File: config.mk
export PLATFORM = sky130hd
export DESIGN_NAME = id_ex_register
export DESIGN_NICKNAME = d
export VERILOG_FILES = /design/src/rtl/cpu_isa_pkg.sv /design/src/rtl/cpu_pipe_pkg.sv /design/src/rtl/id_ex_register.sv
export SDC_FILE = /design/constraint.sdc
export NUM_CORES = 1
export LEC_CHECK = 0
export BUFFER_PORTS_ARGS = -buffer_cell sky130_fd_sc_hd__buf_2
export CAP_MARGIN = 10
export CORE_AREA = 2 2 123 125
export CTS_CLUSTER_DIAMETER = 200
export DETAILED_ROUTE_END_ITERATION = 12
export DIE_AREA = 0 0 125 127
export PLACE_DENSITY = 0.88
export SLEW_MARGIN = 0
export SYNTH_ARGS = -nofsm -noshare
export SYNTH_HDL_FRONTEND = slang
export SYNTH_SLANG_ARGS = --single-unit
File: constraint.sdc
create_clock -name clk -period 2.53 [get_ports clk]
set_input_delay 0.253 -clock clk [delete_from_list [all_inputs] [get_ports clk]]
set_output_delay 0.253 -clock clk [all_outputs]
set_load 0.03 [all_outputs]
File: src/rtl/cpu_isa_pkg.sv
package cpu_isa_pkg;

    localparam int xlen = 32;
    localparam int reg_addr_width = 5;
    localparam int reg_count = 32;

    // Major opcodes of the supported RV32I subset.
    typedef enum logic [6:0] {
        op     = 7'b0110011,
        op_imm = 7'b0010011,
        lui    = 7'b0110111,
        load   = 7'b0000011,
        store  = 7'b0100011,
        branch = 7'b1100011,
        jal    = 7'b1101111
    } opcode_t;

    localparam logic [2:0] funct3_add_sub = 3'b000;
    localparam logic [2:0] funct3_slt = 3'b010;
    localparam logic [2:0] funct3_xor = 3'b100;
    localparam logic [2:0] funct3_or = 3'b110;
    localparam logic [2:0] funct3_and = 3'b111;
    localparam logic [2:0] funct3_word = 3'b010; // LW and SW.
    localparam logic [2:0] funct3_beq = 3'b000;

    typedef enum logic [2:0] {
        add,
        sub,
        and_op,
        or_op,
        xor_op,
        slt,
        pass_b
    } alu_op_t;

    typedef enum logic {a_rs1, a_pc} operand_a_sel_t;
    typedef enum logic {b_rs2, b_imm} operand_b_sel_t;
    typedef enum logic [1:0] {sequential, branch_eq, jump} next_pc_sel_t;
    typedef enum logic {alu, memory} wb_sel_t;

endpackage

File: src/rtl/cpu_pipe_pkg.sv
package cpu_pipe_pkg;

    localparam int mem_words = 1024;
    localparam int mem_addr_width = 10; // Word address.

    // Decoded instruction as it travels from decode into execute.
    typedef struct packed {
        logic [cpu_isa_pkg::xlen-1:0] pc;
        logic [cpu_isa_pkg::xlen-1:0] rs1_data;
        logic [cpu_isa_pkg::xlen-1:0] rs2_data;
        logic [cpu_isa_pkg::xlen-1:0] imm;
        logic [cpu_isa_pkg::reg_addr_width-1:0] rs1_addr;
        logic [cpu_isa_pkg::reg_addr_width-1:0] rs2_addr;
        logic [cpu_isa_pkg::reg_addr_width-1:0] rd_addr;
        cpu_isa_pkg::alu_op_t alu_op;
        cpu_isa_pkg::operand_a_sel_t a_sel;
        cpu_isa_pkg::operand_b_sel_t b_sel;
        cpu_isa_pkg::next_pc_sel_t next_pc_sel;
        cpu_isa_pkg::wb_sel_t wb_sel;
        logic reg_write_enable;
        logic mem_write_enable;
        logic mem_read_enable;
        logic valid;
    } id_ex_t;

    // What the writeback stage needs from execute.
    typedef struct packed {
        logic [cpu_isa_pkg::reg_addr_width-1:0] rd_addr;
        logic [cpu_isa_pkg::xlen-1:0] alu_result;
        cpu_isa_pkg::wb_sel_t wb_sel;
        logic reg_write_enable;
        logic valid;
    } ex_wb_t;

endpackage

File: src/rtl/id_ex_register.sv
module id_ex_register (
    input logic clk,
    input logic reset_n,
    input logic write_enable,
    input logic flush,
    input cpu_pipe_pkg::id_ex_t id_in,
    output cpu_pipe_pkg::id_ex_t id_ex
);

    always_ff @(posedge clk) begin
        if (!reset_n) begin
            id_ex <= '0;
        end else if (write_enable) begin
            if (flush) begin
                id_ex <= '0; // Bubble in place of the wrong-path instruction.
            end else begin
                id_ex <= id_in;
            end
        end
    end

endmodule

==> flow_summary.yaml <==
outcome:
  status: "complete, no violations"
power:
  comb_power_share: 0.123
  power.density_nw_per_um2: 733
  p_sw_w: 0.00155
  p_int_w: 0.00466
  pwr-share-seq: 0.416
  irDropWorstVdd_mv: 0.444
  power_switching_share: 0.250
  total_leakage_power_nw: 3.94
  clockPowerShare: 0.460
placed_design:
  portBuffers: 313
  gp_congestion: 0.789
  dpl_cell_area_um2: 7790
  dp_hpwl_mm: 10.9
  dp_cells: 1125
clock_tree:
  clk_path_buf_depth: 2
  ctsResizeCount: 0
  cts_setup_buffers: 0
  cts-root-buf: "clkbuf_16"
  path_clk_slew_ns: 0.06
  cts_tree: "done"
  cts_buffers: 17
  hold_buffers: 0
  clk_latency_ns: 0.41
  cts_num_sinks: 155
  cts_htree_levels: 4
drt:
  routed_wl_mm: 16.3
  routedWlPerCell_um: 14.1
  firstDrtPassIters: 5
  vias: 5753
  ant_nets: 0
  first_iter_violations: 307
  routed_via_density: 4.97
  drc: 0
global_routing:
  grt-ovfl-total: 0
  grtUsageTotal: 0.200
  antenna_found_initial: 0
  grt_pass1_vias: 5432
  grt_start_max_net_pins: 157
  grt_pass1_wl_mm: 26.0
setup_path:
  worstSetupStartpointType: "register"
  cpMaxStageDelayCell: "dfxtp_1"
  path_class: "register to output pin"
  path_max_fanout: 2
  rrSetupSlack_ns: 1.93
  endpoint_kind: "output pin"
  critPathRequiredTime_ns: 2.28
  critical-path-max-stage-delay_ns: 0.35
  crit_buf_inv: 1
  cp.arrival_ns: 0.97
  path_delay_family: "flip-flops"
  path_cells: "buf_2"
timing:
  slew_headroom: 0.631
  worstMarginPinSlew_ns: 0.554
  timing.fmax_mhz: 819
  tns_ns: 0
  final.period_utilization: 0.483
  slew_viol_final: 0
  setup_violations: 0
  fin_skew_ns: 0
  post-route-min-period_ns: 1.22
  rsz0062_at_grt: "false"
  hold_viol_final: 0
die:
  die_w_um: 125
  die-area_um2: 15900
  ios: 314
  initial_core_util: 0.432
  core_area_um2: 14400
  rows: 44
  fp.dieH_um: 127
final_layout:
  layout_commonest_cell: "buf_2"
  syn2layout_area_growth_pct: 35.7
  antenna-diode-count: 0
  mostFrequentLayoutCells: "buf_2, nand2_1, nand3b_1, dfxtp_1, o21ai_1"
  stdcell_count: 1157
  drive_above_1_share: 0.424
  fin_area_um2: 8460
  largest_reg_flops: 155
  largest_register: "id_ex"
  top_regs: "id_ex x155"
  fin_util: 0.587
  layout.nets: 1119
flow_run:
  maxCapViolCount: 0
synth:
  synth.cell_area_um2: 6240
  ys_warn_count: 0
  ys_seq_area_frac: 0.498
  synthesis.instances: 689
  synth-seq-cells: 155
  ys_types: 10
  avgSynthCellArea_um2: 9.05
  syn_nets: 848
hold_path:
  worstHoldPathType: "input pin to register"
-- synthesized netlist by cell type --
| master | n | area share |
|---|---|---|
| dfxtp_1 | 155 | 0.50 |
| nand2_1 | 155 | 0.093 |
| nand3b_1 | 155 | 0.19 |
| o21ai_1 | 94 | 0.075 |
| o21ai_2 | 60 | 0.084 |
| buf_2 | 49 | 0.039 |
| clkbuf_1 | 11 | 0.0066 |
| buf_6 | 8 | 0.014 |
| nand2b_1 | 1 | 0.0010 |
| nand4b_1 | 1 | 0.0014 |
-- cell type report --
class,count,area [um^2]
well taps,184,230
multi-input cells,466,2760
clock inverters,12,210
fillers,1238,5960
flip-flops and latches,155,3100
repair buffers,320,1690
clock buffers,20,467
-- power groups by stage --
| stage | Sequential (W) | Clock [W] | Combinational (W) |
|---|---|---|---|
| floorplan | 0.00283 | 0 | 0.000309 |
| global placement | 0.00263 | 0 | 0.000758 |
| detailed placement | 0.00264 | 0 | 0.000767 |
| CTS | 0.00258 | 0.00292 | 0.000769 |
| global route | 0.00259 | 0.00302 | 0.000825 |
| finish | 0.00259 | 0.00286 | 0.000764 |
-- metrics by stage --
stage	setup slack, ns	hold slack, ns	power (W)
after floorplan	1.56	0.386	0.00314
after global placement	1.13	0.455	0.00339
after detailed placement	1.11	0.459	0.00341
after CTS	1.28	0.0456	0.00627
after global routing	1.24	0.0555	0.00644
final	1.31	0.0719	0.00621
-- logic make-up (layout without fill, tap and decap cells) --
family | after synthesis | after routing | share of synthesized area
buf+inv | 68 | 352 | 0.0604
compound gates | 154 | 154 | 0.160
flops | 155 | 155 | 0.498
simple gates | 312 | 312 | 0.282
-- worst paths after layout --
check                      endpoint                    from  depth (start not counted)
max                       id_ex[42]  id_ex[42]$_SDFFE_PN0P_                          1
min reg2reg  id_ex[90]$_SDFFE_PN0P_  id_ex[90]$_SDFFE_PN0P_                          2
min          id_ex[18]$_SDFFE_PN0P_               id_in[18]                          3
max reg2reg  id_ex[71]$_SDFFE_PN0P_  id_ex[71]$_SDFFE_PN0P_                          2
-- layer usage --
| metal | wire (um) | global-route usage | up-vias | part of all wire |
|---|---|---|---|---|
| met5 | 0 | 0 | - | 0 |
| met4 | 329 | 0.0765 | 0 | 0.020 |
| met3 | 1260 | 0.0704 | 23 | 0.077 |
| met2 | 8080 | 0.338 | 218 | 0.50 |
| met1 | 6640 | 0.233 | 2617 | 0.41 |
| li1 | - | - | 2895 | - |
No activity file was read; power rests on OpenSTA's default activity.
