$ cat src/rtl/cpu_isa_pkg.sv
package cpu_isa_pkg;

    localparam int xlen = 32;
    localparam int reg_addr_width = 5;
    localparam int reg_count = 32;

    // Major opcodes of the supported RV32I subset.
    typedef enum logic [6:0] {
        op     = 7'b0110011,
        op_imm = 7'b0010011,
        lui    = 7'b0110111,
        load   = 7'b0000011,
        store  = 7'b0100011,
        branch = 7'b1100011,
        jal    = 7'b1101111
    } opcode_t;

    localparam logic [2:0] funct3_add_sub = 3'b000;
    localparam logic [2:0] funct3_slt = 3'b010;
    localparam logic [2:0] funct3_xor = 3'b100;
    localparam logic [2:0] funct3_or = 3'b110;
    localparam logic [2:0] funct3_and = 3'b111;
    localparam logic [2:0] funct3_word = 3'b010; // LW and SW.
    localparam logic [2:0] funct3_beq = 3'b000;

    typedef enum logic [2:0] {
        add,
        sub,
        and_op,
        or_op,
        xor_op,
        slt,
        pass_b
    } alu_op_t;

    typedef enum logic {a_rs1, a_pc} operand_a_sel_t;
    typedef enum logic {b_rs2, b_imm} operand_b_sel_t;
    typedef enum logic [1:0] {sequential, branch_eq, jump} next_pc_sel_t;
    typedef enum logic {alu, memory} wb_sel_t;

endpackage

$ cat src/rtl/cpu_pipe_pkg.sv
package cpu_pipe_pkg;

    localparam int mem_words = 1024;
    localparam int mem_addr_width = 10; // Word address.

    // Decoded instruction as it travels from decode into execute.
    typedef struct packed {
        logic [cpu_isa_pkg::xlen-1:0] pc;
        logic [cpu_isa_pkg::xlen-1:0] rs1_data;
        logic [cpu_isa_pkg::xlen-1:0] rs2_data;
        logic [cpu_isa_pkg::xlen-1:0] imm;
        logic [cpu_isa_pkg::reg_addr_width-1:0] rs1_addr;
        logic [cpu_isa_pkg::reg_addr_width-1:0] rs2_addr;
        logic [cpu_isa_pkg::reg_addr_width-1:0] rd_addr;
        cpu_isa_pkg::alu_op_t alu_op;
        cpu_isa_pkg::operand_a_sel_t a_sel;
        cpu_isa_pkg::operand_b_sel_t b_sel;
        cpu_isa_pkg::next_pc_sel_t next_pc_sel;
        cpu_isa_pkg::wb_sel_t wb_sel;
        logic reg_write_enable;
        logic mem_write_enable;
        logic mem_read_enable;
        logic valid;
    } id_ex_t;

    // What the writeback stage needs from execute.
    typedef struct packed {
        logic [cpu_isa_pkg::reg_addr_width-1:0] rd_addr;
        logic [cpu_isa_pkg::xlen-1:0] alu_result;
        cpu_isa_pkg::wb_sel_t wb_sel;
        logic reg_write_enable;
        logic valid;
    } ex_wb_t;

endpackage

$ cat src/rtl/mem_port_if.sv
interface mem_port_if;

    logic req;
    logic we;
    logic [cpu_pipe_pkg::mem_addr_width-1:0] addr;
    logic [cpu_isa_pkg::xlen-1:0] wdata;
    logic [cpu_isa_pkg::xlen-1:0] rdata; // Valid the cycle after a granted read.
    logic gnt; // Same cycle as req.

    modport requester (
        output req, we, addr, wdata,
        input rdata, gnt
    );

    modport memory (
        input req, we, addr, wdata,
        output rdata, gnt
    );

endinterface

$ cat src/rtl/fetch_unit.sv
module fetch_unit (
    input logic clk,
    input logic reset_n,
    input logic running,
    input logic redirect,
    input logic [cpu_isa_pkg::xlen-1:0] redirect_pc,
    mem_port_if.requester fetch_port,
    output logic [cpu_isa_pkg::xlen-1:0] if_instr,
    output logic [cpu_isa_pkg::xlen-1:0] if_pc,
    output logic if_valid
);

    logic [cpu_isa_pkg::xlen-1:0] pc;
    logic [cpu_isa_pkg::xlen-1:0] pending_pc;
    logic pending_valid;

    // Fetch asks every running cycle and retries the same pc when it loses.
    assign fetch_port.req = running;
    assign fetch_port.we = 1'b0;
    assign fetch_port.addr = pc[cpu_pipe_pkg::mem_addr_width+1:2];
    assign fetch_port.wdata = '0;

    always_ff @(posedge clk) begin
        if (!reset_n) begin
            pc <= '0;
            pending_valid <= 1'b0;
        end else if (redirect) begin
            pc <= redirect_pc;
            pending_valid <= 1'b0; // The word on its way back is wrong path.
        end else begin
            if (fetch_port.gnt) begin
                pc <= pc + 32'd4;
            end
            pending_valid <= fetch_port.gnt;
        end
    end

    always_ff @(posedge clk) begin
        if (fetch_port.gnt) begin
            pending_pc <= pc;
        end
    end

    // The memory's registered read data forms the instruction half of IF/ID.
    assign if_instr = fetch_port.rdata;
    assign if_pc = pending_pc;
    assign if_valid = pending_valid;

endmodule

$ cat src/flat_wrapper.sv
// flat-port wrapper written by rule: the top's interface ports become plain ports
module fetch_unit_flat 
  (clk, reset_n, running, redirect, redirect_pc, if_instr, if_pc, if_valid, fetch_port_req, fetch_port_we, fetch_port_addr, fetch_port_wdata, fetch_port_rdata, fetch_port_gnt);
  mem_port_if fetch_port_i ();
  input logic clk;
  input logic reset_n;
  input logic running;
  input logic redirect;
  input logic [cpu_isa_pkg::xlen-1:0] redirect_pc;
  output logic [cpu_isa_pkg::xlen-1:0] if_instr;
  output logic [cpu_isa_pkg::xlen-1:0] if_pc;
  output logic if_valid;
  output wire logic [$bits(fetch_port_i.req)-1:0] fetch_port_req;
  output wire logic [$bits(fetch_port_i.we)-1:0] fetch_port_we;
  output wire logic [$bits(fetch_port_i.addr)-1:0] fetch_port_addr;
  output wire logic [$bits(fetch_port_i.wdata)-1:0] fetch_port_wdata;
  input wire logic [$bits(fetch_port_i.rdata)-1:0] fetch_port_rdata;
  input wire logic [$bits(fetch_port_i.gnt)-1:0] fetch_port_gnt;
  assign fetch_port_req = fetch_port_i.req;
  assign fetch_port_we = fetch_port_i.we;
  assign fetch_port_addr = fetch_port_i.addr;
  assign fetch_port_wdata = fetch_port_i.wdata;
  assign fetch_port_i.rdata = fetch_port_rdata;
  assign fetch_port_i.gnt = fetch_port_gnt;
  fetch_unit u_core (.clk(clk), .reset_n(reset_n), .running(running), .redirect(redirect), .redirect_pc(redirect_pc), .fetch_port(fetch_port_i), .if_instr(if_instr), .if_pc(if_pc), .if_valid(if_valid));
endmodule
$ cat config.mk
export PLATFORM = sky130hd
export DESIGN_NAME = fetch_unit_flat
export DESIGN_NICKNAME = d
export VERILOG_FILES = /design/src/rtl/cpu_isa_pkg.sv /design/src/rtl/cpu_pipe_pkg.sv /design/src/rtl/mem_port_if.sv /design/src/rtl/fetch_unit.sv /design/src/flat_wrapper.sv
export SDC_FILE = /design/constraint.sdc
export NUM_CORES = 1
export LEC_CHECK = 0
export BUFFER_PORTS_ARGS = -buffer_cell sky130_fd_sc_hd__buf_2
export CORE_MARGIN = 4
export CORE_UTILIZATION = 41
export CTS_CLUSTER_DIAMETER = 120
export CTS_CLUSTER_SIZE = 30
export DETAILED_ROUTE_END_ITERATION = 6
export PLACE_DENSITY = 0.88
export SYNTH_ARGS = -nofsm -noshare
export SYNTH_HDL_FRONTEND = slang
export SYNTH_SLANG_ARGS = --single-unit
export TNS_END_PERCENT = 1
$ cat constraint.sdc
create_clock -name clk -period 1.8 [get_ports clk]
set_clock_uncertainty 0.1 [all_clocks]
set_input_delay 0.18 -clock clk [delete_from_list [all_inputs] [get_ports clk]]
set_output_delay 0.18 -clock clk [all_outputs]
set_load 0.1 [all_outputs]
==> metrics, run 1 <==
critical path data required time 1.93 ns; Max FO, Critical Path 4; CTS Buffer Depth 2; core area 8220 um^2; setup violators final 3; Post-Synthesis Cells 344; Fmax 537 MHz; Highest Signal Layer met4; Avg Cell Area, Syn 10.0 um^2; Die Span X 99.7 um; FFs w/ async S/R, synth 0%; IO Count 178; placed cells 522; worst endpoint data arrival time 1.99 ns; Core Rows 33; FF-to-FF path depth 4; Worst-path clk slew 0.07 ns; clock sinks 65; cell area after layout 4160 um^2; Iteration-0 DRC Markers 211; # port buffers 78; Mapped Area 3450 um^2; H-tree depth 3; Non-Filler Instances 542; type of the tightest min-delay check in -> reg; DP HPWL 7.09 mm; met1 wire length 3.33 mm; drt first pass iters 5; Routed Antenna Nets 0; pwr dens 1000 nW/um^2; Synth cell types 48; WS Path Type reg -> reg; cts bufs inserted 9; Residual DRC 0; met3 routed WL 932 um; Met2 Wirelength 4.73 mm; status finished with violations; setup TNS -0.0963 ns; via count 2894; CP cell instances nand4_1 -> or4_4 -> o211a_1 -> or3_1; failing checks negative setup slack; root buf cell clkbuf_8; sequential share of the synthesized area 47.0%; drt total wl 9.16 mm; share of layout cells above drive strength 1 39.6%; initial antenna violation count 0; nets 502; TritonCTS clock tree yes; RSZ-0062 raised after global routing true; Seq cells post-synth 65; dominant synthesized flop cell dfxtp_1; post-DR wirelength/cell 16.9 um; vias in the first global route 2690; # fillers 739; Avg Vias per Cell 5.34; grt ovf 0; first-pass GRT wire length 14.0 mm; die area 9940 um^2; Total GRT Usage 18.1%; slowest CP cell or4_4; final hold violation count 0; Crit. End Element flop; Initial Util 42.0%; Final period util 103%; post-CTS setup buffer count 0; setup ws final -0.0605 ns; Pleak 1.76 nW; n_diodes 0; max-slew violations 0; maximum capacitance violations 0; Crit path largest cell delay 0.58 ns; Startpoint Class flop; yosys warns 0; Syn-to-layout area delta 20.6%; DP Area 3860 um^2; worst skew pair latency 0.34 ns; largest net degree at the start of global routing 21; crit path time final 1.86 ns; peak supply drop 302 uV; Die Height 99.7 um; routability cong. 0.954; Post-synth EDFFs 32; Hold Path Stages 3
-- layout make-up --
type	instances	area [um^2]	area share [%]
Sequential cell	65	1640	39.4
Multi-Input combinational cell	216	1330	32.0
Timing Repair Buffer	135	828	19.9
Clock buffer	14	173	4.15
Tap cell	105	131	3.16
Clock inverter	2	35.0	0.842
Inverter	5	18.8	0.451
-- report_power, final --
part	switching, W	total [W]	internal [W]	leakage [nW]
Combinational	0.000974	0.00118	0.000202	1.05
Sequential	0.0000520	0.00172	0.00166	0.605
Clock	0.000523	0.00128	0.000752	0.107
-- final timing paths --
check | start | to | slack [ns]
hold / removal | redirect_pc[5] | u_core.pc[5] | 0.008
setup reg to reg | u_core.pc[19] | u_core.pc[29] | -0.06
hold reg to reg | u_core.pc[1] | u_core.if_pc[1] | 0.34
setup / recovery | u_core.pc[19] | u_core.pc[29] | -0.06
-- worst max-delay path, delay by kind of cell (launching register included) --
| family | cells | cell delay [ns] |
|---|---|---|
| AO/OA/AOI/OAI | 1 | 0.21 |
| flip-flops | 1 | 0.34 |
| AND/OR/NAND/NOR | 3 | 1.09 |
-- logic make-up after synthesis --
| logic type | count (synthesis) | share of synthesized area [%] |
|---|---|---|
| muxes | 5 | 1.45 |
| and+or+nand+nor | 103 | 17.6 |
| buffers and inverters | 95 | 19.1 |
| adders and majority gates | 1 | 0.363 |
| other | 1 | 0.109 |
| xor gates and xnor gates | 9 | 2.29 |
| DFF | 65 | 47.0 |
| AOI/OAI and AO/OA | 65 | 12.1 |
-- repair_timing --
action,in CTS,in global routing
hold buffers,4,0
pin swaps,4,5
gates resized for setup,8,11
hold endpoints to repair,4,0
setup endpoints to repair,10,13
-- flip-flops by register name, indices dropped and copies added, names as in the netlist --
signal           count
u_core.pc           32
u_core.if_valid      1
u_core.if_pc        32
-- cells in the final DEF, fill, tap and decap left out, types with 2 or more instances in the layout --
cell type      Yosys  routed
inv_1              4       4
or4_1             10       9
and4_2             1       3
o21ai_0           24      24
a31oi_1           11      11
a32oi_1            2       2
dfxtp_2            0      12
o31ai_1            7       7
a211oi_1           3       3
o311a_1            2       2
nor3b_1            3       3
conb_1             1      33
and3_1             5       4
or4b_1             3       2
xor2_1             5       5
clkbuf_8           0      12
buf_2              1      78
xnor2_1            4       4
nand2_1           16      15
nor3_1             2       2
mux2i_1            5       5
a221o_1            2       2
dfxtp_1           33      20
nand4_1           18      18
or3_2              2       2
nand3_1           11      11
edfxtp_1          32      32
buf_4             76      53
nor4_1             2       2
or3_1              6       6
nor2_1            15      15
clkbuf_1          10       2
a21oi_1            8       8
dlygate4sd3_1      0       4
or4_4              1       2
-- per-layer routing --
| layer | vias to the layer above | GRT usage (%) |
|---|---|---|
| li1 | 1345 | - |
| met5 | - | 0 |
| met1 | 1369 | 20.5 |
| met3 | 23 | 5.54 |
| met4 | 0 | 7.25 |
| met2 | 157 | 31.5 |
-- cell usage after synthesis (4+ instances only) --
library cell	instances	share of area, %
a21oi_1	8	1.2
a31oi_1	11	2.0
and3_1	5	0.91
buf_4	76	17
clkbuf_1	10	1.1
dfxtp_1	33	19
edfxtp_1	32	28
inv_1	4	0.44
mux2i_1	5	1.5
nand2_1	16	1.7
nand3_1	11	1.6
nand4_1	18	3.3
nor2_1	15	1.6
o21ai_0	24	3.5
o31ai_1	7	1.5
or3_1	6	1.1
or4_1	10	2.2
xnor2_1	4	1.0
xor2_1	5	1.3
-- stage by stage --
stage	total power (W)	hold WS, ns	util [%]	setup WS [ns]
floorplan	0.00308	0.192	-	-0.0242
global placement	0.00289	0.261	46.9	-0.0494
detailed placement	0.00290	0.261	46.9	-0.0835
CTS	0.00418	0.000252	50.2	-0.0693
global route	0.00431	0.00545	50.6	-0.112
finish	0.00417	0.00762	50.6	-0.0605
(Power assumes the default switching activity.)
==> inputs of run 2 (changes only) <==
==> constraint.sdc (replaced) <==
create_clock -name clk -period 1.8 [get_ports clk]
set_clock_uncertainty 0.1 [all_clocks]
set_input_delay 0.36 -clock clk [delete_from_list [all_inputs] [get_ports clk]]
set_output_delay 0.36 -clock clk [all_outputs]
set_load 0.1 [all_outputs]
==> metrics, run 2 (same netlist as run 1, synthesis figures left out) <==
setup TNS -0.235 ns (-0.139 ns); Residual DRC 0 (unchanged); die area 9940 um^2 (unchanged); first-pass GRT wire length 14.3 mm (+2.2%); critical path data required time 1.93 ns (about the same); Pleak 1.77 nW (+0.70%); Startpoint Class flop; max-slew violations 0 (unchanged); clock sinks 65 (unchanged); routability cong. 0.942 (-1.3%); Worst-path clk slew 0.07 ns (about the same); Total GRT Usage 18.7% (+0.67 points); TritonCTS clock tree yes; share of layout cells above drive strength 1 41.0% (+1.4 points); failing checks negative setup slack; type of the tightest min-delay check in -> reg; cell area after layout 4190 um^2 (+0.72%); nets 505 (+0.60%); CTS Buffer Depth 2 (unchanged); pwr dens 999 nW/um^2 (-0.28%); cts bufs inserted 9 (unchanged); Die Height 99.7 um (unchanged); crit path time final 1.87 ns (+0.0134 ns); # port buffers 78 (unchanged); post-DR wirelength/cell 17.4 um (+2.8%); hold-fix buffer count after cts 0 (-4); final hold violation count 0 (unchanged); WS Path Type reg -> reg; # fillers 737 (-0.27%); largest net degree at the start of global routing 25 (+19%); RSZ-0062 raised after global routing true; Critical path origin u_core.pc[20]; peak supply drop 339 uV (+12%); worst endpoint data arrival time 2.00 ns (about the same); maximum capacitance violations 0 (unchanged); Routed Antenna Nets 0 (unchanged); root buf cell clkbuf_8; Initial Util 42.0% (unchanged); vias in the first global route 2752 (+2.3%); setup ws final -0.0739 ns (-0.0134 ns); Avg Vias per Cell 5.32 (-0.30%); Syn-to-layout area delta 21.5%; IO Count 178 (unchanged); Max FO, Critical Path 4 (unchanged); Fmax 534 MHz (-0.72%); commonest non-fill, non-tap cell in the layout buf_2; min-delay src redirect_pc[2]; Crit. End Element flop; Core Rows 33 (unchanged); grt ovf 0 (unchanged); status finished with violations; core area 8220 um^2 (unchanged); n_diodes 0 (unchanged); worst skew pair latency 0.34 ns (about the same); Iteration-0 DRC Markers 231 (+9.5%); Die Span X 99.7 um (unchanged); DP HPWL 7.26 mm (+2.4%); DP Area 3910 um^2 (+1.4%); most frequent cells in the layout buf_2, buf_4, conb_1, edfxtp_1, o21ai_0; Final period util 104% (+0.74 points); drt total wl 9.45 mm (+3.2%); via count 2896 (+0.069%); FF-to-FF Start u_core.pc[20]; initial antenna violation count 0 (unchanged); drt first pass iters 4 (-1); setup violators final 6 (+3); H-tree depth 3 (unchanged)
run 2: cell count changes in the layout (fill, tap and decap cells not counted), moves of 2 or more:
cell,before,now
buf_4,53,59
dlygate4sd3_1,4,0
clkbuf_8,12,9
clkinv_1,1,4
and4_2,3,1
and4_4,0,2
run 2: worst max-delay path, stage by stage, from the launching register on:
cell and delay (ns):
dfxtp_1 0.38, nand4_1 0.15, or4_4 0.57, o211a_1 0.23
or3_1 0.33
run 2: final cells by class:
class                           instances  area [um^2]  share of cell area (%)
Multi-Input combinational cell        216         1340                    31.9
Clock buffer                           10          128                    3.05
Clock inverter                          5         71.3                    1.70
Timing Repair Buffer                  138          860                    20.5
Inverter                                5         18.8                   0.448
Sequential cell                        65         1640                    39.2
Tap cell                              105          131                    3.14
run 2: routing by layer:
layer	vias to the layer above	GRT usage (%)	share of wire [%]
met3	33	4.70	9.8
met4	0	10.1	3.3
met5	-	0	0
met2	157	33.4	51
met1	1350	20.2	36
li1	1356	-	-
run 2: worst paths after layout:
path	end	slack, ns	cells after the start
max	u_core.pc[29]	-0.07	4
min reg2reg	u_core.if_pc[1]	0.34	0
min	u_core.pc[2]	0.16	3
max reg2reg	u_core.pc[29]	-0.07	4
run 2: repair_timing:
action,CTS,global route
cloned,0,0
endpoints found under the setup margin,8,15
pin swaps,3,6
buffers inserted,2,0
resized for setup,5,17
run 2: where the power goes:
group          total (W)  internal (W)  switching (W)  leakage, nW
clock network    0.00129      0.000758       0.000529       0.0989
logic            0.00119      0.000208       0.000977         1.07
registers        0.00171       0.00166      0.0000501        0.606
total            0.00419       0.00263        0.00156         1.77
run 2: stage by stage:
step	utilization [%]	hold slack (ns)	setup WS, ns	power, W	std cells
2_1_floorplan	-	0.308	-0.0242	0.00308	376
3_3_place_gp	47.6	0.312	-0.0592	0.00290	527
3_5_place_dp	47.6	0.324	-0.0953	0.00292	527
4_1_cts	50.3	0.150	-0.0924	0.00420	544
5_1_grt	51.0	0.155	-0.150	0.00431	544
6_report	51.0	0.155	-0.0739	0.00419	544
==> inputs of run 3 (changes only) <==
- BUFFER_PORTS_ARGS: -buffer_cell sky130_fd_sc_hd__buf_2 -> default
- CORE_UTILIZATION: 41 -> 57
- DONT_BUFFER_PORTS: default -> 1
- PLACE_DENSITY: 0.88 -> 0.87
- TNS_END_PERCENT: 1 -> 5
==> metrics, run 3 (same netlist as run 1, synthesis figures left out) <==
drt total wl 9.32 mm (-1.4%); root buf cell clkbuf_8; Final period util 104% (-0.13 points); slowest CP cell or4_4; clock sinks 65 (unchanged); worst hold slack 0.0191 ns (-0.136 ns); DP HPWL 6.78 mm (-6.6%); Switching Fraction 37.8% (+0.62 points); status finished with violations; vias in the first global route 2710 (-1.5%); grt ovf 0 (unchanged); cell area after layout 4000 um^2 (-4.6%); crit path time final 1.87 ns (-0.00237 ns); TritonCTS clock tree yes; cts bufs inserted 9 (unchanged); Initial Util 58.6% (+17 points); max-slew violations 0 (unchanged); Total GRT Usage 25.1% (+6.3 points); first-pass GRT wire length 14.1 mm (-1.2%); Die Span X 85.8 um (-14%); routability cong. 1.02 (+8.6%); share of layout cells above drive strength 1 35.8% (-5.2 points); Routed Antenna Nets 0 (unchanged); Combinational Power Share 27.9% (-0.4 points); dpl ws -0.0894 ns (+0.00585 ns); Fmax 534 MHz (+0.13%); final hold violation count 0 (unchanged); clock power share 30.1% (-0.7 points); Core Rows 28 (-15%); commonest non-fill, non-tap cell in the layout buf_4; setup violators final 4 (-2); peak supply drop 644 uV (+90%); Crit path largest cell delay 0.54 ns (-0.03 ns); post-DR wirelength/cell 19.9 um (+14%); via count 2852 (-1.5%); Startpoint Class flop; die area 7360 um^2 (-26%); failing checks negative setup slack; worst skew pair latency 0.35 ns (about the same); DP Area 3680 um^2 (-6.0%); most frequent cells in the layout buf_4, conb_1, edfxtp_1, o21ai_0, nand4_1; CTS Buffer Depth 2 (unchanged); Power, Total 0.00408 W (-2.6%); switching power 0.00154 W (-0.98%); drt first pass iters 5 (+1); CP cell instances nand4_1 -> or4_4 -> o211a_1 -> or3_1; Iteration-0 DRC Markers 299 (+29%); core area 5890 um^2 (-28%); Max FO, Critical Path 3 (-1); sequential power share 42.1% (+1.2 points); setup ws final -0.0715 ns (+0.00237 ns); IO Count 178 (unchanged); Pleak 1.62 nW (-8.8%); WS Path Type reg -> reg; Syn-to-layout area delta 15.9%; Crit. End Element flop; RSZ-0062 raised after global routing true; critical path data required time 1.93 ns (about the same); Die Height 85.8 um (-14%); type of the tightest min-delay check in -> reg; maximum capacitance violations 0 (unchanged); nets 459 (-9.1%); pwr dens 1020 nW/um^2 (+2.1%); Avg Vias per Cell 6.08 (+14%); Worst-path clk slew 0.07 ns (about the same); setup TNS -0.185 ns (+0.0504 ns); Residual DRC 0 (unchanged); Pint 0.00254 W (-3.6%); n_diodes 0 (unchanged); H-tree depth 3 (unchanged); initial antenna violation count 0 (unchanged); worst endpoint data arrival time 2.00 ns (about the same); # port buffers 0 (-100%); largest net degree at the start of global routing 46 (+84%)
-- run 3: cell types whose count changed in the layout (fill, tap and decap cells not counted), moves of 3 or more --
cell | before | now
dfxtp_1 | 19 | 16
buf_4 | 59 | 91
clkinv_1 | 4 | 1
buf_2 | 77 | 0
-- run 3: cell type report --
class	count	area [um^2]
multi-input cells	216	1340
clock inverters	5	55.1
repair buffers	92	693
flip-flops and latches	65	1650
clock buffers	11	141
well taps	75	93.8
inverters	5	18.8
fillers	425	1890
-- run 3: routing by layer --
layer | part of all wire, % | vias up | wire length [um] | global-route usage (%)
met4 | 2.2 | 0 | 201 | 10.4
met3 | 13 | 19 | 1250 | 9.32
li1 | - | 1264 | - | -
met5 | 0 | - | 0 | 0
met2 | 52 | 230 | 4850 | 44.0
met1 | 32 | 1339 | 3020 | 27.1
-- run 3: metrics by stage --
stage,util [%],std cells
after floorplan,-,376
after global placement,62.5,447
after detailed placement,62.5,447
after CTS,67.1,468
after global routing,67.9,469
final,67.9,469
-- run 3: worst paths after layout --
| check | startpoint | cells past startpoint | to | slack, ns |
|---|---|---|---|---|
| worst max register to register | u_core.pc[20] | 4 | u_core.pc[29] | -0.07 |
| worst max-delay path | u_core.pc[20] | 4 | u_core.pc[29] | -0.07 |
| worst min-delay path | fetch_port_gnt | 0 | u_core.if_pc[0] | 0.02 |
| worst min register to register | u_core.pc[1] | 0 | u_core.if_pc[1] | 0.34 |
-- run 3: repair_timing --
item,4_1_cts,5_1_grt
pin swaps,7,5
hold buffers,0,1
endpoints found under the setup margin,11,15
endpoints found under the hold margin,0,1
buffers inserted,5,0
resized for setup,18,12
-- run 3: worst max-delay path: cells and delay by family, from the launching register on --
kind | cells | cell delay, ns
AOI/OAI and AO/OA | 1 | 0.21
DFF | 1 | 0.35
and+or+nand+nor | 3 | 1.09
-- run 3: power by group through the flow --
stage	Combinational, W	Sequential (W)	Clock (W)
after global routing	0.00117	0.00172	0.00129
after floorplan	0.000960	0.00212	0
after global placement	0.00110	0.00174	0
after CTS	0.00113	0.00171	0.00123
after detailed placement	0.00111	0.00175	0
final	0.00114	0.00171	0.00123
