--- config.mk ---
export PLATFORM = sky130hd
export DESIGN_NAME = execute_stage_flat
export DESIGN_NICKNAME = d
export VERILOG_FILES = /design/src/rtl/cpu_isa_pkg.sv /design/src/rtl/cpu_pipe_pkg.sv /design/src/rtl/mem_port_if.sv /design/src/rtl/execute_stage.sv /design/src/flat_wrapper.sv
export SDC_FILE = /design/constraint.sdc
export NUM_CORES = 1
export LEC_CHECK = 0
export ABC_CLOCK_PERIOD_IN_PS = 8400
export BUFFER_PORTS_ARGS = -buffer_cell sky130_fd_sc_hd__buf_2
export CORE_MARGIN = 1
export CORE_UTILIZATION = 45
export DETAILED_ROUTE_END_ITERATION = 10
export GPL_TIMING_DRIVEN = 0
export PLACE_DENSITY_LB_ADDON = 0.15
export SLEW_MARGIN = 5
export SYNTH_ARGS = -nofsm -noshare
export SYNTH_HDL_FRONTEND = slang
export SYNTH_SLANG_ARGS = --single-unit
export TNS_END_PERCENT = 10
--- constraint.sdc ---
create_clock -name clk -period 8.4 [get_ports clk]
set_input_delay 1.68 -clock clk [delete_from_list [all_inputs] [get_ports clk]]
set_output_delay 1.68 -clock clk [all_outputs]
set_load 0.005 [all_outputs]
--- src/rtl/cpu_isa_pkg.sv ---
package cpu_isa_pkg;

    localparam int xlen = 32;
    localparam int reg_addr_width = 5;
    localparam int reg_count = 32;

    // Major opcodes of the supported RV32I subset.
    typedef enum logic [6:0] {
        op     = 7'b0110011,
        op_imm = 7'b0010011,
        lui    = 7'b0110111,
        load   = 7'b0000011,
        store  = 7'b0100011,
        branch = 7'b1100011,
        jal    = 7'b1101111
    } opcode_t;

    localparam logic [2:0] funct3_add_sub = 3'b000;
    localparam logic [2:0] funct3_slt = 3'b010;
    localparam logic [2:0] funct3_xor = 3'b100;
    localparam logic [2:0] funct3_or = 3'b110;
    localparam logic [2:0] funct3_and = 3'b111;
    localparam logic [2:0] funct3_word = 3'b010; // LW and SW.
    localparam logic [2:0] funct3_beq = 3'b000;

    typedef enum logic [2:0] {
        add,
        sub,
        and_op,
        or_op,
        xor_op,
        slt,
        pass_b
    } alu_op_t;

    typedef enum logic {a_rs1, a_pc} operand_a_sel_t;
    typedef enum logic {b_rs2, b_imm} operand_b_sel_t;
    typedef enum logic [1:0] {sequential, branch_eq, jump} next_pc_sel_t;
    typedef enum logic {alu, memory} wb_sel_t;

endpackage

--- src/rtl/cpu_pipe_pkg.sv ---
package cpu_pipe_pkg;

    localparam int mem_words = 1024;
    localparam int mem_addr_width = 10; // Word address.

    // Decoded instruction as it travels from decode into execute.
    typedef struct packed {
        logic [cpu_isa_pkg::xlen-1:0] pc;
        logic [cpu_isa_pkg::xlen-1:0] rs1_data;
        logic [cpu_isa_pkg::xlen-1:0] rs2_data;
        logic [cpu_isa_pkg::xlen-1:0] imm;
        logic [cpu_isa_pkg::reg_addr_width-1:0] rs1_addr;
        logic [cpu_isa_pkg::reg_addr_width-1:0] rs2_addr;
        logic [cpu_isa_pkg::reg_addr_width-1:0] rd_addr;
        cpu_isa_pkg::alu_op_t alu_op;
        cpu_isa_pkg::operand_a_sel_t a_sel;
        cpu_isa_pkg::operand_b_sel_t b_sel;
        cpu_isa_pkg::next_pc_sel_t next_pc_sel;
        cpu_isa_pkg::wb_sel_t wb_sel;
        logic reg_write_enable;
        logic mem_write_enable;
        logic mem_read_enable;
        logic valid;
    } id_ex_t;

    // What the writeback stage needs from execute.
    typedef struct packed {
        logic [cpu_isa_pkg::reg_addr_width-1:0] rd_addr;
        logic [cpu_isa_pkg::xlen-1:0] alu_result;
        cpu_isa_pkg::wb_sel_t wb_sel;
        logic reg_write_enable;
        logic valid;
    } ex_wb_t;

endpackage

--- src/rtl/mem_port_if.sv ---
interface mem_port_if;

    logic req;
    logic we;
    logic [cpu_pipe_pkg::mem_addr_width-1:0] addr;
    logic [cpu_isa_pkg::xlen-1:0] wdata;
    logic [cpu_isa_pkg::xlen-1:0] rdata; // Valid the cycle after a granted read.
    logic gnt; // Same cycle as req.

    modport requester (
        output req, we, addr, wdata,
        input rdata, gnt
    );

    modport memory (
        input req, we, addr, wdata,
        output rdata, gnt
    );

endinterface

--- src/rtl/execute_stage.sv ---
module execute_stage (
    input logic clk,
    input logic reset_n,
    input cpu_pipe_pkg::id_ex_t id_ex,
    mem_port_if.requester data_port,
    output logic redirect,
    output logic [cpu_isa_pkg::xlen-1:0] redirect_pc,
    output logic flush,
    output logic wb_enable,
    output logic [cpu_isa_pkg::reg_addr_width-1:0] wb_rd,
    output logic [cpu_isa_pkg::xlen-1:0] wb_data,
    output logic retire_valid,
    output logic [cpu_isa_pkg::reg_addr_width-1:0] retire_rd,
    output logic [cpu_isa_pkg::xlen-1:0] retire_data
);

    cpu_pipe_pkg::ex_wb_t ex_wb;
    cpu_pipe_pkg::ex_wb_t ex_next;
    logic [cpu_isa_pkg::xlen-1:0] rs1_value, rs2_value;
    logic [cpu_isa_pkg::xlen-1:0] alu_a, alu_b, alu_result;
    logic [cpu_isa_pkg::xlen-1:0] target;
    logic taken;

    // Writeback side. Load data arrives on rdata in this cycle.
    assign wb_enable = ex_wb.valid && ex_wb.reg_write_enable && ex_wb.rd_addr != '0;
    assign wb_rd = ex_wb.rd_addr;
    assign wb_data = (ex_wb.wb_sel == cpu_isa_pkg::memory) ? data_port.rdata : ex_wb.alu_result;

    assign retire_valid = wb_enable;
    assign retire_rd = wb_rd;
    assign retire_data = wb_data;

    // The instruction one ahead is in writeback; older ones come through the register file.
    assign rs1_value = (wb_enable && wb_rd == id_ex.rs1_addr) ? wb_data : id_ex.rs1_data;
    assign rs2_value = (wb_enable && wb_rd == id_ex.rs2_addr) ? wb_data : id_ex.rs2_data;

    assign alu_a = (id_ex.a_sel == cpu_isa_pkg::a_pc) ? id_ex.pc : rs1_value;
    assign alu_b = (id_ex.b_sel == cpu_isa_pkg::b_imm) ? id_ex.imm : rs2_value;

    always_comb begin
        case (id_ex.alu_op)
            cpu_isa_pkg::add: alu_result = alu_a + alu_b;
            cpu_isa_pkg::sub: alu_result = alu_a - alu_b;
            cpu_isa_pkg::and_op: alu_result = alu_a & alu_b;
            cpu_isa_pkg::or_op: alu_result = alu_a | alu_b;
            cpu_isa_pkg::xor_op: alu_result = alu_a ^ alu_b;
            cpu_isa_pkg::slt: alu_result = {{(cpu_isa_pkg::xlen-1){1'b0}},
                                            $signed(alu_a) < $signed(alu_b)};
            cpu_isa_pkg::pass_b: alu_result = alu_b;
            default: alu_result = '0;
        endcase
    end

    assign target = id_ex.pc + id_ex.imm;

    always_comb begin
        case (id_ex.next_pc_sel)
            cpu_isa_pkg::branch_eq: taken = (rs1_value == rs2_value);
            cpu_isa_pkg::jump: taken = 1'b1;
            default: taken = 1'b0;
        endcase
    end

    assign redirect = id_ex.valid && taken;
    assign redirect_pc = target;
    assign flush = redirect; // Kills the instruction now in decode.

    assign data_port.req = id_ex.valid && (id_ex.mem_read_enable || id_ex.mem_write_enable);
    assign data_port.we = id_ex.valid && id_ex.mem_write_enable;
    assign data_port.addr = alu_result[cpu_pipe_pkg::mem_addr_width+1:2];
    assign data_port.wdata = rs2_value;

    always_comb begin
        ex_next.rd_addr = id_ex.rd_addr;
        ex_next.alu_result = (id_ex.next_pc_sel == cpu_isa_pkg::jump) ? id_ex.pc + 32'd4
                                                                       : alu_result;
        ex_next.wb_sel = id_ex.wb_sel;
        ex_next.reg_write_enable = id_ex.reg_write_enable;
        ex_next.valid = id_ex.valid;
    end

    always_ff @(posedge clk) begin
        if (!reset_n) begin
            ex_wb <= '0;
        end else begin
            ex_wb <= ex_next;
        end
    end

endmodule

--- src/flat_wrapper.sv ---
// flat-port wrapper written by rule: the top's interface ports become plain ports
module execute_stage_flat 
  (clk, reset_n, id_ex, redirect, redirect_pc, flush, wb_enable, wb_rd, wb_data, retire_valid, retire_rd, retire_data, data_port_req, data_port_we, data_port_addr, data_port_wdata, data_port_rdata, data_port_gnt);
  mem_port_if data_port_i ();
  input logic clk;
  input logic reset_n;
  input cpu_pipe_pkg::id_ex_t id_ex;
  output logic redirect;
  output logic [cpu_isa_pkg::xlen-1:0] redirect_pc;
  output logic flush;
  output logic wb_enable;
  output logic [cpu_isa_pkg::reg_addr_width-1:0] wb_rd;
  output logic [cpu_isa_pkg::xlen-1:0] wb_data;
  output logic retire_valid;
  output logic [cpu_isa_pkg::reg_addr_width-1:0] retire_rd;
  output logic [cpu_isa_pkg::xlen-1:0] retire_data;
  output wire logic [$bits(data_port_i.req)-1:0] data_port_req;
  output wire logic [$bits(data_port_i.we)-1:0] data_port_we;
  output wire logic [$bits(data_port_i.addr)-1:0] data_port_addr;
  output wire logic [$bits(data_port_i.wdata)-1:0] data_port_wdata;
  input wire logic [$bits(data_port_i.rdata)-1:0] data_port_rdata;
  input wire logic [$bits(data_port_i.gnt)-1:0] data_port_gnt;
  assign data_port_req = data_port_i.req;
  assign data_port_we = data_port_i.we;
  assign data_port_addr = data_port_i.addr;
  assign data_port_wdata = data_port_i.wdata;
  assign data_port_i.rdata = data_port_rdata;
  assign data_port_i.gnt = data_port_gnt;
  execute_stage u_core (.clk(clk), .reset_n(reset_n), .id_ex(id_ex), .data_port(data_port_i), .redirect(redirect), .redirect_pc(redirect_pc), .flush(flush), .wb_enable(wb_enable), .wb_rd(wb_rd), .wb_data(wb_data), .retire_valid(retire_valid), .retire_rd(retire_rd), .retire_data(retire_data));
endmodule
==> summary.txt, run 1 <==
Run status
  – Status: finished clean

Place
  – RD Place Congestion: between 1 and 1.5
  – Post-DP HPWL: 47400 um
  – PortBufs: ~340

Logic synthesis
  – Yosys warns: 0
  – Syn_area_per_cell: 7.10 sq um
  – Seq cells post-synth: 40
  – Synth Flop Type: dfxtp_1
  – Synth Cell Area: about 11000 sq um
  – Asr flop ratio synth: 0%
  – Unique masters post-synth: 95
  – Syn Inst Count: ~1600
  – Syn nets: slightly below 2000
  – Post-synth EDFFs: 0
  – Sequential-to-total area share from yosys stat: 6.98%

Die
  – Core ar.: 25100 sq um
  – Io pins: approximately 340
  – Row cnt: 58
  – Die extent in y: 162 um
  – Die area: 26200 sq um
  – Die Width: 162 um
  – Starting Density: 45.7%

Final layout
  – Area grow syn2layout: 20.0%
  – Commonest non-fill, non-tap cell in the layout: buf_2
  – Layout cells sized above 1: 25.7%
  – Most frequent cells in the layout: 354 x buf_2, 151 x inv_1, 140 x ha_1
  – Nets: between 2000 and 2500

STA
  – Hold Fails Final Rpt: 0
  – Fmax: 125 MHz
  – Worst Clk Skew: roughly 0.012 ns
  – Min Clock Period, post-route: 7.98 ns
  – Worst hold slack: around 1.2 ns
  – RSZ-0062 raised after global routing: false
  – Slew HR: 7.70%
  – Setup tns final: 0 ns
  – Final Cycle Share: 95.0%
  – Pins Over Slew Limit: 0
  – Worst Max-Slew Pin Slew: about 1.4 ns
  – # setup viols final: 0

Clocking
  – Total CTS buffers: 5
  – TritonCTS Sinks: 40
  – Skew-Pair Late Insertion Delay: 0.31 ns
  – Depth of the CTS H-tree: 2
  – Clock slew at reported path FFs: 0.07 ns
  – Hold buffer count at CTS: 0
  – Clock buffer depth: 2
  – CTS tree: done
  – CTS root buffer: clkbuf_16

Setup path
  – CP most frequent cell: buf_2
  – Worst Path Buf+Inv: 4
  – CP cell instances: buf_2 -> xnor2_1 -> nand4_1 -> nor3_2 -> buf_2 -> mux2i_1 -> o21ai_0 -> ha_1 -> inv_1 -> fa_1 -> nand2b_1 -> a21oi_1 -> nor4_2 -> o31ai_1 -> a221o_1 -> o21ai_0 -> o22ai_1 -> buf_2
  – Worst path slowest cell: buf_2
  – Type of origin of the critical path: primary input
  – Critical Path AT: between 6 and 7 ns
  – Crit end category: primary output
  – Max FO, Critical Path: 10
  – CP delay by family, top: compound AO/OA/AOI/OAI gates
  – Path type of the worst setup path: primary input to primary output
  – Slowest cell delay on critical path: about 0.50 ns
  – CP required: 6.72 ns

Job
  – Max cap viols: 0

Power
  – Lkg Pwr: 0.00648 uW
  – PwrDens: 113 nW/um^2
  – Max VDD drop: 0.0778 mV

Global routing
  – Grt ovf: 0
  – Number of global-route vias before repair: 13300
  – Initial antenna violation count: 3
  – Tot GR Track Use: 42.3%
  – First-pass GRT wire length: 82100 um
  – Pin count of the biggest net entering global routing: 15

Drt
  – Post-route ant nets: 0
  – Wirelength per Cell: 25.0 um
  – Final WL: 57400 um
  – Vias: 14000
  – Drt first pass iters: 6
  – DRC Markers: 0
  – 1st-iter DRT viols: 1450
  – Vias/cell: 6.08

Worst hold path
  – Hold WC Path Type: flop to flop
==> stage by stage <==
step / util [%] / cell area (sq um) / total power, uW / setup WS (ns) / instances
floorplan: - / 11500 / 892 / 1.73 / 1618
global placement: 54.1 / 13600 / 1280 / 0.293 / 2286
detailed placement: 54.1 / 13600 / 1280 / 0.284 / 2286
CTS: 54.8 / 13800 / 1520 / 0.265 / 2294
global route: 54.9 / 13800 / 1630 / 0.217 / 2297
finish: 54.9 / 13800 / 1550 / 0.424 / 2297
==> per-layer routing <==
| layer | up-vias | share of wire [%] | global-route usage (%) |
|---|---|---|---|
| met4 | 0 | 6.7 | 27.4 |
| met3 | 186 | 9.5 | 8.22 |
| met2 | 880 | 46 | 70.2 |
| met5 | - | 0 | 0 |
| li1 | 6399 | - | - |
| met1 | 6497 | 38 | 49.9 |
==> power breakdown <==
| group | leakage [uW] | internal [uW] | total (uW) | switching, uW |
|---|---|---|---|---|
| Clock | 0.0000840 | 142 | 237 | 95.9 |
| Combinational | 0.00606 | 429 | 1100 | 670 |
| Sequential | 0.000331 | 207 | 216 | 8.89 |
| Total | 0.00648 | 777 | 1550 | 775 |
==> synth_stat cells, drive strengths merged, types with 24 or more instances <==
master | n | area (sq um)
buf | 78 | 531
mux2 | 35 | 394
xnor2 | 94 | 823
mux2i | 70 | 746
a21o | 24 | 180
a21oi | 148 | 797
inv | 152 | 571
ha | 140 | 1750
nor2 | 120 | 450
o21ai | 122 | 626
clkbuf | 52 | 195
nor3 | 36 | 190
xor2 | 28 | 245
nand2 | 132 | 495
dfxtp | 40 | 801
nand3 | 33 | 165
==> timing repair <==
| action | CTS | global route |
|---|---|---|
| endpoints found under the hold margin | 0 | 0 |
| endpoints found under the setup margin | 0 | 1 |
| resized for setup | 0 | 1 |
| setup buffers | 0 | 0 |
==> worst register-to-register path, stage by stage (launching register included) <==
cell and delay [ns]:
dfxtp_1 0.43, clkbuf_1 0.77, buf_2 0.49, mux2_2 0.29, mux2i_1 0.18, o21ai_0 0.46
ha_1 0.33, inv_1 0.09, fa_1 0.47, nand2b_1 0.19, a21oi_1 0.25, nor4_2 0.13
o31ai_1 0.75, a31o_4 0.33, nand3_1 0.09, a21oi_1 0.20, xnor2_1 0.09, o311ai_1 0.49
a22o_1 0.24
==> path summary, 6_finish.rpt <==
| path | from | to | slack, ns | depth (start not counted) |
|---|---|---|---|---|
| worst max-delay path | id_ex[25] | data_port_addr[8] | 0.42 | 18 |
| worst min register to register | u_core.ex_wb[27]$_SDFF_PN0_ | u_core.ex_wb[27]$_SDFF_PN0_ | 1.16 | 7 |
| worst max register to register | u_core.ex_wb[2]$_SDFF_PN0_ | u_core.ex_wb[25]$_SDFF_PN0_ | 2.07 | 18 |
| worst min-delay path | u_core.ex_wb[27]$_SDFF_PN0_ | u_core.ex_wb[27]$_SDFF_PN0_ | 1.16 | 7 |
==> layout make-up <==
| cell class | instances | area, sq um |
|---|---|---|
| fill | 2611 | 11300 |
| multi-input combinational | 1296 | 9390 |
| timing repair buffer | 338 | 1690 |
| sequential | 40 | 801 |
| buffer | 130 | 726 |
| inverter | 152 | 571 |
| tap | 330 | 413 |
| clock buffer | 5 | 125 |
| clock inverter | 3 | 47.5 |
| antenna | 3 | 7.51 |
==> flip-flops by register name (all words and copies together), names as in the netlist <==
signal and cells:
u_core.ex_wb 35, u_core.retire_rd 5
==> cell families (layout without fill, tap and decap cells) <==
| kind of cell | after synthesis | after routing | share of synthesized area [%] |
|---|---|---|---|
| AOI/OAI and AO/OA | 501 | 501 | 29.0 |
| xor gates and xnor gates | 122 | 122 | 9.31 |
| adders and majority gates | 143 | 143 | 15.8 |
| buffers and inverters | 282 | 628 | 11.3 |
| DFF | 40 | 40 | 6.98 |
| muxes | 106 | 106 | 10.1 |
| other | 0 | 3 | 0 |
| and+or+nand+nor | 424 | 424 | 17.5 |
Note: power is estimated with default switching activity, not from simulation.
==> inputs of run 2 (changes only) <==
--- a/config.mk
+++ b/config.mk
@@ -5,8 +5,8 @@
 export SDC_FILE = /design/constraint.sdc
 export NUM_CORES = 1
 export LEC_CHECK = 0
-export ABC_CLOCK_PERIOD_IN_PS = 8400
-export BUFFER_PORTS_ARGS = -buffer_cell sky130_fd_sc_hd__buf_2
+export ABC_CLOCK_PERIOD_IN_PS = 6900
+export BUFFER_PORTS_ARGS = -buffer_cell sky130_fd_sc_hd__clkbuf_2
 export CORE_MARGIN = 1
 export CORE_UTILIZATION = 45
 export DETAILED_ROUTE_END_ITERATION = 10
==> constraint.sdc (replaced) <==
create_clock -name clk -period 6.9 [get_ports clk]
set_input_delay 1.38 -clock clk [delete_from_list [all_inputs] [get_ports clk]]
set_output_delay 1.38 -clock clk [all_outputs]
set_load 0.005 [all_outputs]
==> summary.txt, run 2 (synthesis results as in run 1) <==
Global routing
  – Number of global-route vias before repair: 13100 (-1.3%)
  – First-pass GRT wire length: 82500 um (+0.50%)
  – Initial antenna violation count: 3 (unchanged)
  – Pin count of the biggest net entering global routing: 14 (-1)
  – Grt ovf: 0 (unchanged)
  – Tot GR Track Use: 42.8% (+0.42 points)

Setup path
  – Max FO, Critical Path: 10 (unchanged)
  – Critical Path AT: 5.56 ns (-0.74 ns)
  – Path type of the worst setup path: flop to primary output
  – Crit end category: primary output
  – CP required: 5.52 ns (-1.20 ns)
  – Type of origin of the critical path: flop

STA
  – Min Clock Period, post-route: about 6.9 ns
  – Pins Over Slew Limit: 9 (+9)
  – RSZ-0062 raised after global routing: true
  – # setup viols final: 1 (+1)
  – Slew HR: -1.91% (-9.6 points)
  – Worst Setup Slack, final: -0.0373 ns (-0.461 ns)
  – Worst Max-Slew Pin Slew: 1.52 ns (+0.139 ns)
  – Worst Clk Skew: 0.0103 ns (-0.00121 ns)
  – Fmax: 144 MHz
  – Final Cycle Share: 101%
  – Hold Fails Final Rpt: 0 (unchanged)

Die
  – Die Width: 162 um (unchanged)
  – Die extent in y: 162 um (unchanged)
  – Core ar.: 25100 sq um (unchanged)
  – Io pins: 344 (unchanged)
  – Starting Density: 45.7% (unchanged)
  – Die area: 26200 sq um (unchanged)
  – Row cnt: 58 (unchanged)

Drt
  – DRC Markers: 0 (unchanged)
  – Vias/cell: 6.10 (+0.38%)
  – Final WL: 57900 um (+0.99%)
  – Wirelength per Cell: 25.2 um (+0.86%)
  – Post-route ant nets: 0 (unchanged)
  – Vias: 14000 (+0.52%)
  – Drt first pass iters: 7 (+1)
  – 1st-iter DRT viols: 1512 (+4.3%)

Clocking
  – Clock slew at reported path FFs: 0.07 ns (about the same)
  – Skew-Pair Late Insertion Delay: 0.31 ns (about the same)
  – Clock buffer depth: 2 (unchanged)
  – CTS root buffer: clkbuf_16
  – TritonCTS Sinks: 40 (unchanged)
  – Depth of the CTS H-tree: 2 (unchanged)
  – Total CTS buffers: 5 (unchanged)
  – Hold buffer count at CTS: 0 (unchanged)
  – CTS tree: done

Run status
  – Status: finished, violations left
  – Failing checks: max-capacitance violations, max-slew violations, negative setup slack

Job
  – Max cap viols: 1 (+1)

Worst hold path
  – Hold WC Path Type: flop to flop

Place
  – PortBufs: 338 (unchanged)
  – Post-DP HPWL: 47800 um (+0.90%)
  – Pre-CTS setup slack: -0.849 ns (-1.13 ns)
  – RD Place Congestion: 1.03 (-1.1%)

Final layout
  – Layout cells sized above 1: 26.7% (+1.0 points)
  – Commonest non-fill, non-tap cell in the layout: clkbuf_2
  – Most frequent cells in the layout: 340 x clkbuf_2, 151 x inv_1, 138 x ha_1
  – Max reg flops: 35 (unchanged)
  – Biggest register: u_core.ex_wb
  – Nets: 2300 (+0.17%)
  – Area grow syn2layout: 21.1%

Power
  – Tot Pwr: 1890 uW (+22%)
  – Max VDD drop: 0.107 mV (+38%)
  – PwrDens: 136 nW/um^2 (+21%)
  – Lkg Pwr: 0.00653 uW (+0.88%)
## run 2: cell types whose count changed in the layout (fill, tap and decap cells not counted), moves of 3 or more
cell      previous run  this run
clkbuf_2             0       340
buf_4               45        49
buf_2              354        15
o21ai_0            109       103
a21oi_1            133       129
o21ai_1              9        13
a21oi_2             15        18
## run 2: repair_timing
item	4_1_cts	5_1_grt
resized for setup	19	13
endpoints found under the setup margin	8	5
setup buffers	2	2
pin swaps	1	2
## run 2: worst max-delay path, cell delays in order, from the launching register on
cell	delay (ns)
dfxtp_1	0.46
clkbuf_1	0.76
buf_2	0.50
mux2_2	0.42
mux2i_1	0.26
o21a_1	0.38
inv_1	0.11
ha_1	0.34
a211oi_1	0.44
o211ai_1	0.25
a31oi_2	0.33
nand2_1	0.09
nand3_1	0.09
o31ai_1	0.11
xnor2_1	0.15
a221o_1	0.41
clkbuf_2	0.15
## run 2: where the power goes
part / internal, uW / total (uW) / switching, uW
sequential: 252 / 263 / 10.3
clock: 144 / 259 / 115
combinational: 532 / 1370 / 838
total: 929 / 1890 / 963
## run 2: routing by layer
metal	track usage, %	vias to the layer above	routed length, um
li1	-	6416	-
met1	50.5	6548	22300
met2	70.7	881	26300
met3	8.40	187	5440
met4	27.5	2	3970
met5	0	-	9
## run 2: metrics by stage
stage	hold WS (ns)	utilization (%)	setup TNS (ns)	cells	area [sq um]
3_3_place_gp	1.20	54.1	-1.96	2286	13600
5_1_grt	1.28	55.3	-0.0646	2300	13900
2_1_floorplan	1.02	-	0	1618	11500
3_5_place_dp	1.18	54.1	-2.44	2286	13600
6_report	1.23	55.3	-0.0373	2300	13900
4_1_cts	1.22	55.0	0	2296	13800
## run 2: worst paths after layout
check	from	endpoint	slack [ns]	cells after the start
hold reg to reg	u_core.ex_wb[27]$_SDFF_PN0_	u_core.ex_wb[27]$_SDFF_PN0_	1.23	7
setup reg to reg	u_core.ex_wb[2]$_SDFF_PN0_	u_core.ex_wb[34]$_SDFF_PN0_	0.75	17
setup / recovery	u_core.ex_wb[2]$_SDFF_PN0_	data_port_addr[9]	-0.04	16
hold / removal	u_core.ex_wb[27]$_SDFF_PN0_	u_core.ex_wb[27]$_SDFF_PN0_	1.23	7
## run 2: cell type report
type / instances / area, sq um
diodes: 2 / 5.00
plain buffers: 130 / 734
clock buffers: 6 / 139
clock inverters: 2 / 15.0
fillers: 2575 / 11200
inverters: 152 / 571
multi-input cells: 1296 / 9500
flip-flops and latches: 40 / 801
well taps: 330 / 413
repair buffers: 342 / 1720
==> inputs of run 3 (changes only) <==
--- a/config.mk
+++ b/config.mk
@@ -5,6 +5,7 @@
 export SDC_FILE = /design/constraint.sdc
 export NUM_CORES = 1
 export LEC_CHECK = 0
+export ABC_AREA = 1
 export ABC_CLOCK_PERIOD_IN_PS = 6900
 export BUFFER_PORTS_ARGS = -buffer_cell sky130_fd_sc_hd__clkbuf_2
 export CORE_MARGIN = 1
==> summary.txt, run 3 <==
Setup path
  – R2R Path Start: u_core.ex_wb[2]$_SDFF_PN0_
  – Critical Path AT: 5.33 ns (-0.23 ns)
  – CP cell instances: clkbuf_2 -> xor2_1 -> nor2_2 -> clkbuf_1 -> nand3_1 -> nand2_1 -> nand2_1 -> o21ai_1 -> inv_1 -> ha_1 -> clkbuf_1 -> inv_1 -> nand3b_1 -> nand3_1 -> nand2_1 -> nand2_1 -> nand2_1 -> nand2_1 -> o21ai_0 -> a21oi_1 -> nor3_1 -> nand3_1 -> clkbuf_2
  – CP most frequent cell: nand2_1
  – RR Endpoint: u_core.ex_wb[3]$_SDFF_PN0_
  – Max FO, Critical Path: 10 (unchanged)
  – Crit end category: primary output
  – Type of origin of the critical path: primary input
  – Slowest cell delay on critical path: 0.45 ns (-0.31 ns)
  – Crit. Startpoint: id_ex[19]
  – CP delay by family, top: simple AND/OR/NAND/NOR gates
  – CP required: 5.52 ns (about the same)
  – Path type of the worst setup path: primary input to primary output
  – R2R Setup Slk: 1.77 ns (+1.02 ns)
  – Worst Path Buf+Inv: 6 (+2)
  – Worst path slowest cell: clkbuf_1
  – Reg2Reg Depth: 21 (+4)

Place
  – Placed insts: 3182 (+39%)
  – Post-DP HPWL: 56500 um (+18%)
  – RD Place Congestion: 1.05 (+1.9%)
  – PortBufs: 339 (+0.30%)

Drt
  – Vias/cell: 5.73 (-6.1%)
  – Vias: 18300 (+30%)
  – Wirelength per Cell: 20.6 um (-18%)
  – DRC Markers: 0 (unchanged)
  – 1st-iter DRT viols: 2334 (+54%)
  – Post-route ant nets: 0 (unchanged)
  – Final WL: 65800 um (+14%)
  – Drt first pass iters: 6 (-1)

Logic synthesis
  – Syn Inst Count: 2459 (+52%)
  – Yosys warns: 0 (unchanged)
  – Post-synth top area share: 19.5% (+4.2 points)
  – Syn_area_per_cell: 5.32 sq um (-25%)
  – Main area contributors after synthesis: nand2_1 19%, ha_1 13%, inv_1 12%, o21ai_0 7.9%, a21oi_1 6.9%
  – Syn nets: 2792 (+43%)
  – Synth Cell Area: 13100 sq um (+14%)
  – Asr flop ratio synth: 0% (unchanged)
  – Unique masters post-synth: 47 (-51%)
  – Count leader, synth: nand2_1
  – Largest area contributor in the netlist: nand2_1
  – Post-synth EDFFs: 0 (unchanged)
  – Sequential-to-total area share from yosys stat: 6.12% (-0.85 points)
  – Seq cells post-synth: 40 (unchanged)
  – Synth Flop Type: dfxtp_1
  – Commonest cells in the netlist: 679 x nand2_1, 406 x inv_1, 206 x o21ai_0, 197 x nor2_1, 179 x a21oi_1

Final layout
  – Max reg flops: 35 (unchanged)
  – Footprint of the multi-input gates: 9960 sq um (+4.9%)
  – Biggest register: u_core.ex_wb
  – Area grow syn2layout: 18.0%
  – Commonest non-fill, non-tap cell in the layout: nand2_1
  – Layout cells sized above 1: 17.1% (-9.6 points)
  – Most frequent cells in the layout: 679 x nand2_1, 406 x inv_1, 339 x clkbuf_2
  – Filler cell count: 3165 (+23%)
  – Final non-filler cell total: 3191 (+39%)
  – Nets: 3138 (+36%)
  – Register Area: 801 sq um (unchanged)

Clocking
  – Skew-Pair Late Insertion Delay: 0.30 ns (about the same)
  – CTS root buffer: clkbuf_16
  – Clock buffer depth: 2 (unchanged)
  – Depth of the CTS H-tree: 2 (unchanged)
  – Clock slew at reported path FFs: 0.07 ns (about the same)
  – TritonCTS Sinks: 40 (unchanged)
  – Total CTS buffers: 5 (unchanged)
  – CTS tree: done

Die
  – Core ar.: 28600 sq um (+14%)
  – Die area: 29700 sq um (+14%)
  – Io pins: 344 (unchanged)
  – Die Width: 172 um (+6.7%)
  – Die extent in y: 172 um (+6.7%)
  – Starting Density: 45.7% (about the same)
  – Row cnt: 62 (+6.9%)

Worst hold path
  – Hold Crit Start: id_ex[12]
  – Hold path endpoint: u_core.retire_rd[0]$_SDFF_PN0_
  – WHS Path Cells: 3 (-4)
  – Hold WC Path Type: primary input to flop

STA
  – Worst hold slack: 1.26 ns (+0.0306 ns)
  – Hold Fails Final Rpt: 0 (unchanged)
  – Min Clock Period, post-route: 6.71 ns (-0.227 ns)
  – Final Cycle Share: 97.2% (-3.3 points)
  – # setup viols final: 0 (-1)
  – Setup tns final: 0 ns (+0.0373 ns)
  – Fmax: 149 MHz (+3.4%)
  – Slew HR: 36.5% (+38 points)
  – Worst Max-Slew Pin Slew: 0.948 ns (-0.569 ns)
  – Worst Clk Skew: 0.00412 ns (-0.00620 ns)
  – RSZ-0062 raised after global routing: false
  – Pins Over Slew Limit: 0 (-9)

Global routing
  – Tot GR Track Use: 41.9% (-0.83 points)
  – Number of global-route vias before repair: 15800 (+20%)
  – Pin count of the biggest net entering global routing: 15 (+1)
  – Initial antenna violation count: 0 (-3)
  – First-pass GRT wire length: 91900 um (+11%)
  – Grt ovf: 0 (unchanged)

Power
  – Tot Pwr: 1960 uW (+3.8%)
  – Max VDD drop: 0.0955 mV (-11%)
  – Lkg Pwr: 0.00874 uW (+34%)
  – PwrDens: 127 nW/um^2 (-6.5%)

Run status
  – Status: finished clean

Job
  – Max cap viols: 0 (-1)
run 3: changes by cell type after synthesis, sizes merged, moves of 24 or more:
cell   previous run  this run
nand2           132       685
mux2i            70         1
xnor2            94        17
nand4            12        36
o21ai           122       286
mux2             35         1
inv             152       424
a21oi           148       179
nor2            120       199
nand3            33       151
run 3: area by class of cell:
type | count | area share [%]
antenna | 1 | 0.0162
buffer | 122 | 4.67
clock buffer | 5 | 0.811
clock inverter | 3 | 0.300
inverter | 424 | 10.3
multi-input combinational | 1873 | 64.6
sequential | 40 | 5.19
tap | 384 | 3.11
timing repair buffer | 339 | 11.0
run 3: worst max path at each step:
stage	end	slack, ns	cells after the start
3_5_place_dp	data_port_addr[7]	0.34	23
2_1_floorplan	data_port_addr[7]	1.57	21
6_report	data_port_addr[7]	0.19	23
5_1_grt	data_port_addr[5]	0.008	22
3_3_place_gp	data_port_addr[5]	0.45	22
4_1_cts	data_port_addr[7]	0.34	23
run 3: what timing repair did:
item / in CTS / in global routing
hold endpoints to repair: 0 / 0
hold buffers: 0 / 0
setup endpoints to repair: 0 / 3
gates resized for setup: 0 / 3
buffers inserted: 0 / 0
run 3: routing by layer:
| metal | share of wire, % | track usage [%] | up-vias | routed length, um |
|---|---|---|---|---|
| met5 | 0 | 0 | - | 0 |
| met4 | 4.8 | 18.2 | 0 | 3150 |
| met3 | 11 | 7.69 | 191 | 7290 |
| met2 | 43 | 65.2 | 1212 | 28100 |
| met1 | 41 | 56.1 | 8274 | 27300 |
| li1 | - | - | 8597 | - |
run 3: through the flow:
| stage | setup WS [ns] | area [sq um] | util (%) |
|---|---|---|---|
| final | 0.190 | 15400 | 53.9 |
| after global routing | 0.00783 | 15400 | 53.9 |
| after CTS | 0.344 | 15400 | 53.9 |
| after detailed placement | 0.341 | 15300 | 53.3 |
| after global placement | 0.454 | 15300 | 53.3 |
| after floorplan | 1.57 | 13100 | - |
run 3: cell families (layout without fill, tap and decap cells):
group / Yosys count / count (layout) / synth area share [%]
AOI/OAI and AO/OA: 559 / 559 / 23.6
xor gates and xnor gates: 40 / 40 / 2.68
adders and majority gates: 143 / 143 / 13.9
buffers and inverters: 546 / 893 / 17.7
DFF: 40 / 40 / 6.12
muxes: 2 / 2 / 0.163
other: 0 / 1 / 0
and+or+nand+nor: 1129 / 1129 / 35.8
run 3: report_power, final:
group | leakage [uW] | total (uW) | internal (uW) | switching (uW)
combinational | 0.00833 | 1410 | 464 | 946
clock | 0.0000804 | 289 | 172 | 117
sequential | 0.000331 | 265 | 252 | 12.8
total | 0.00874 | 1960 | 888 | 1080
run 3: worst reg2reg max path: stages, from the launching register on:
cell,delay (ns)
dfxtp_1,0.29
buf_2,0.18
clkbuf_1,0.31
o21ai_0,0.66
nand3_1,0.30
nand2_1,0.18
inv_1,0.10
o21ai_0,0.24
inv_1,0.11
ha_1,0.48
inv_1,0.21
a21oi_1,0.26
inv_1,0.07
a31oi_1,0.20
o21ai_0,0.20
a21oi_1,0.16
nand2_1,0.07
xor2_1,0.48
nand2_1,0.13
nand2_1,0.10
nand2_1,0.05
a21oi_1,0.22
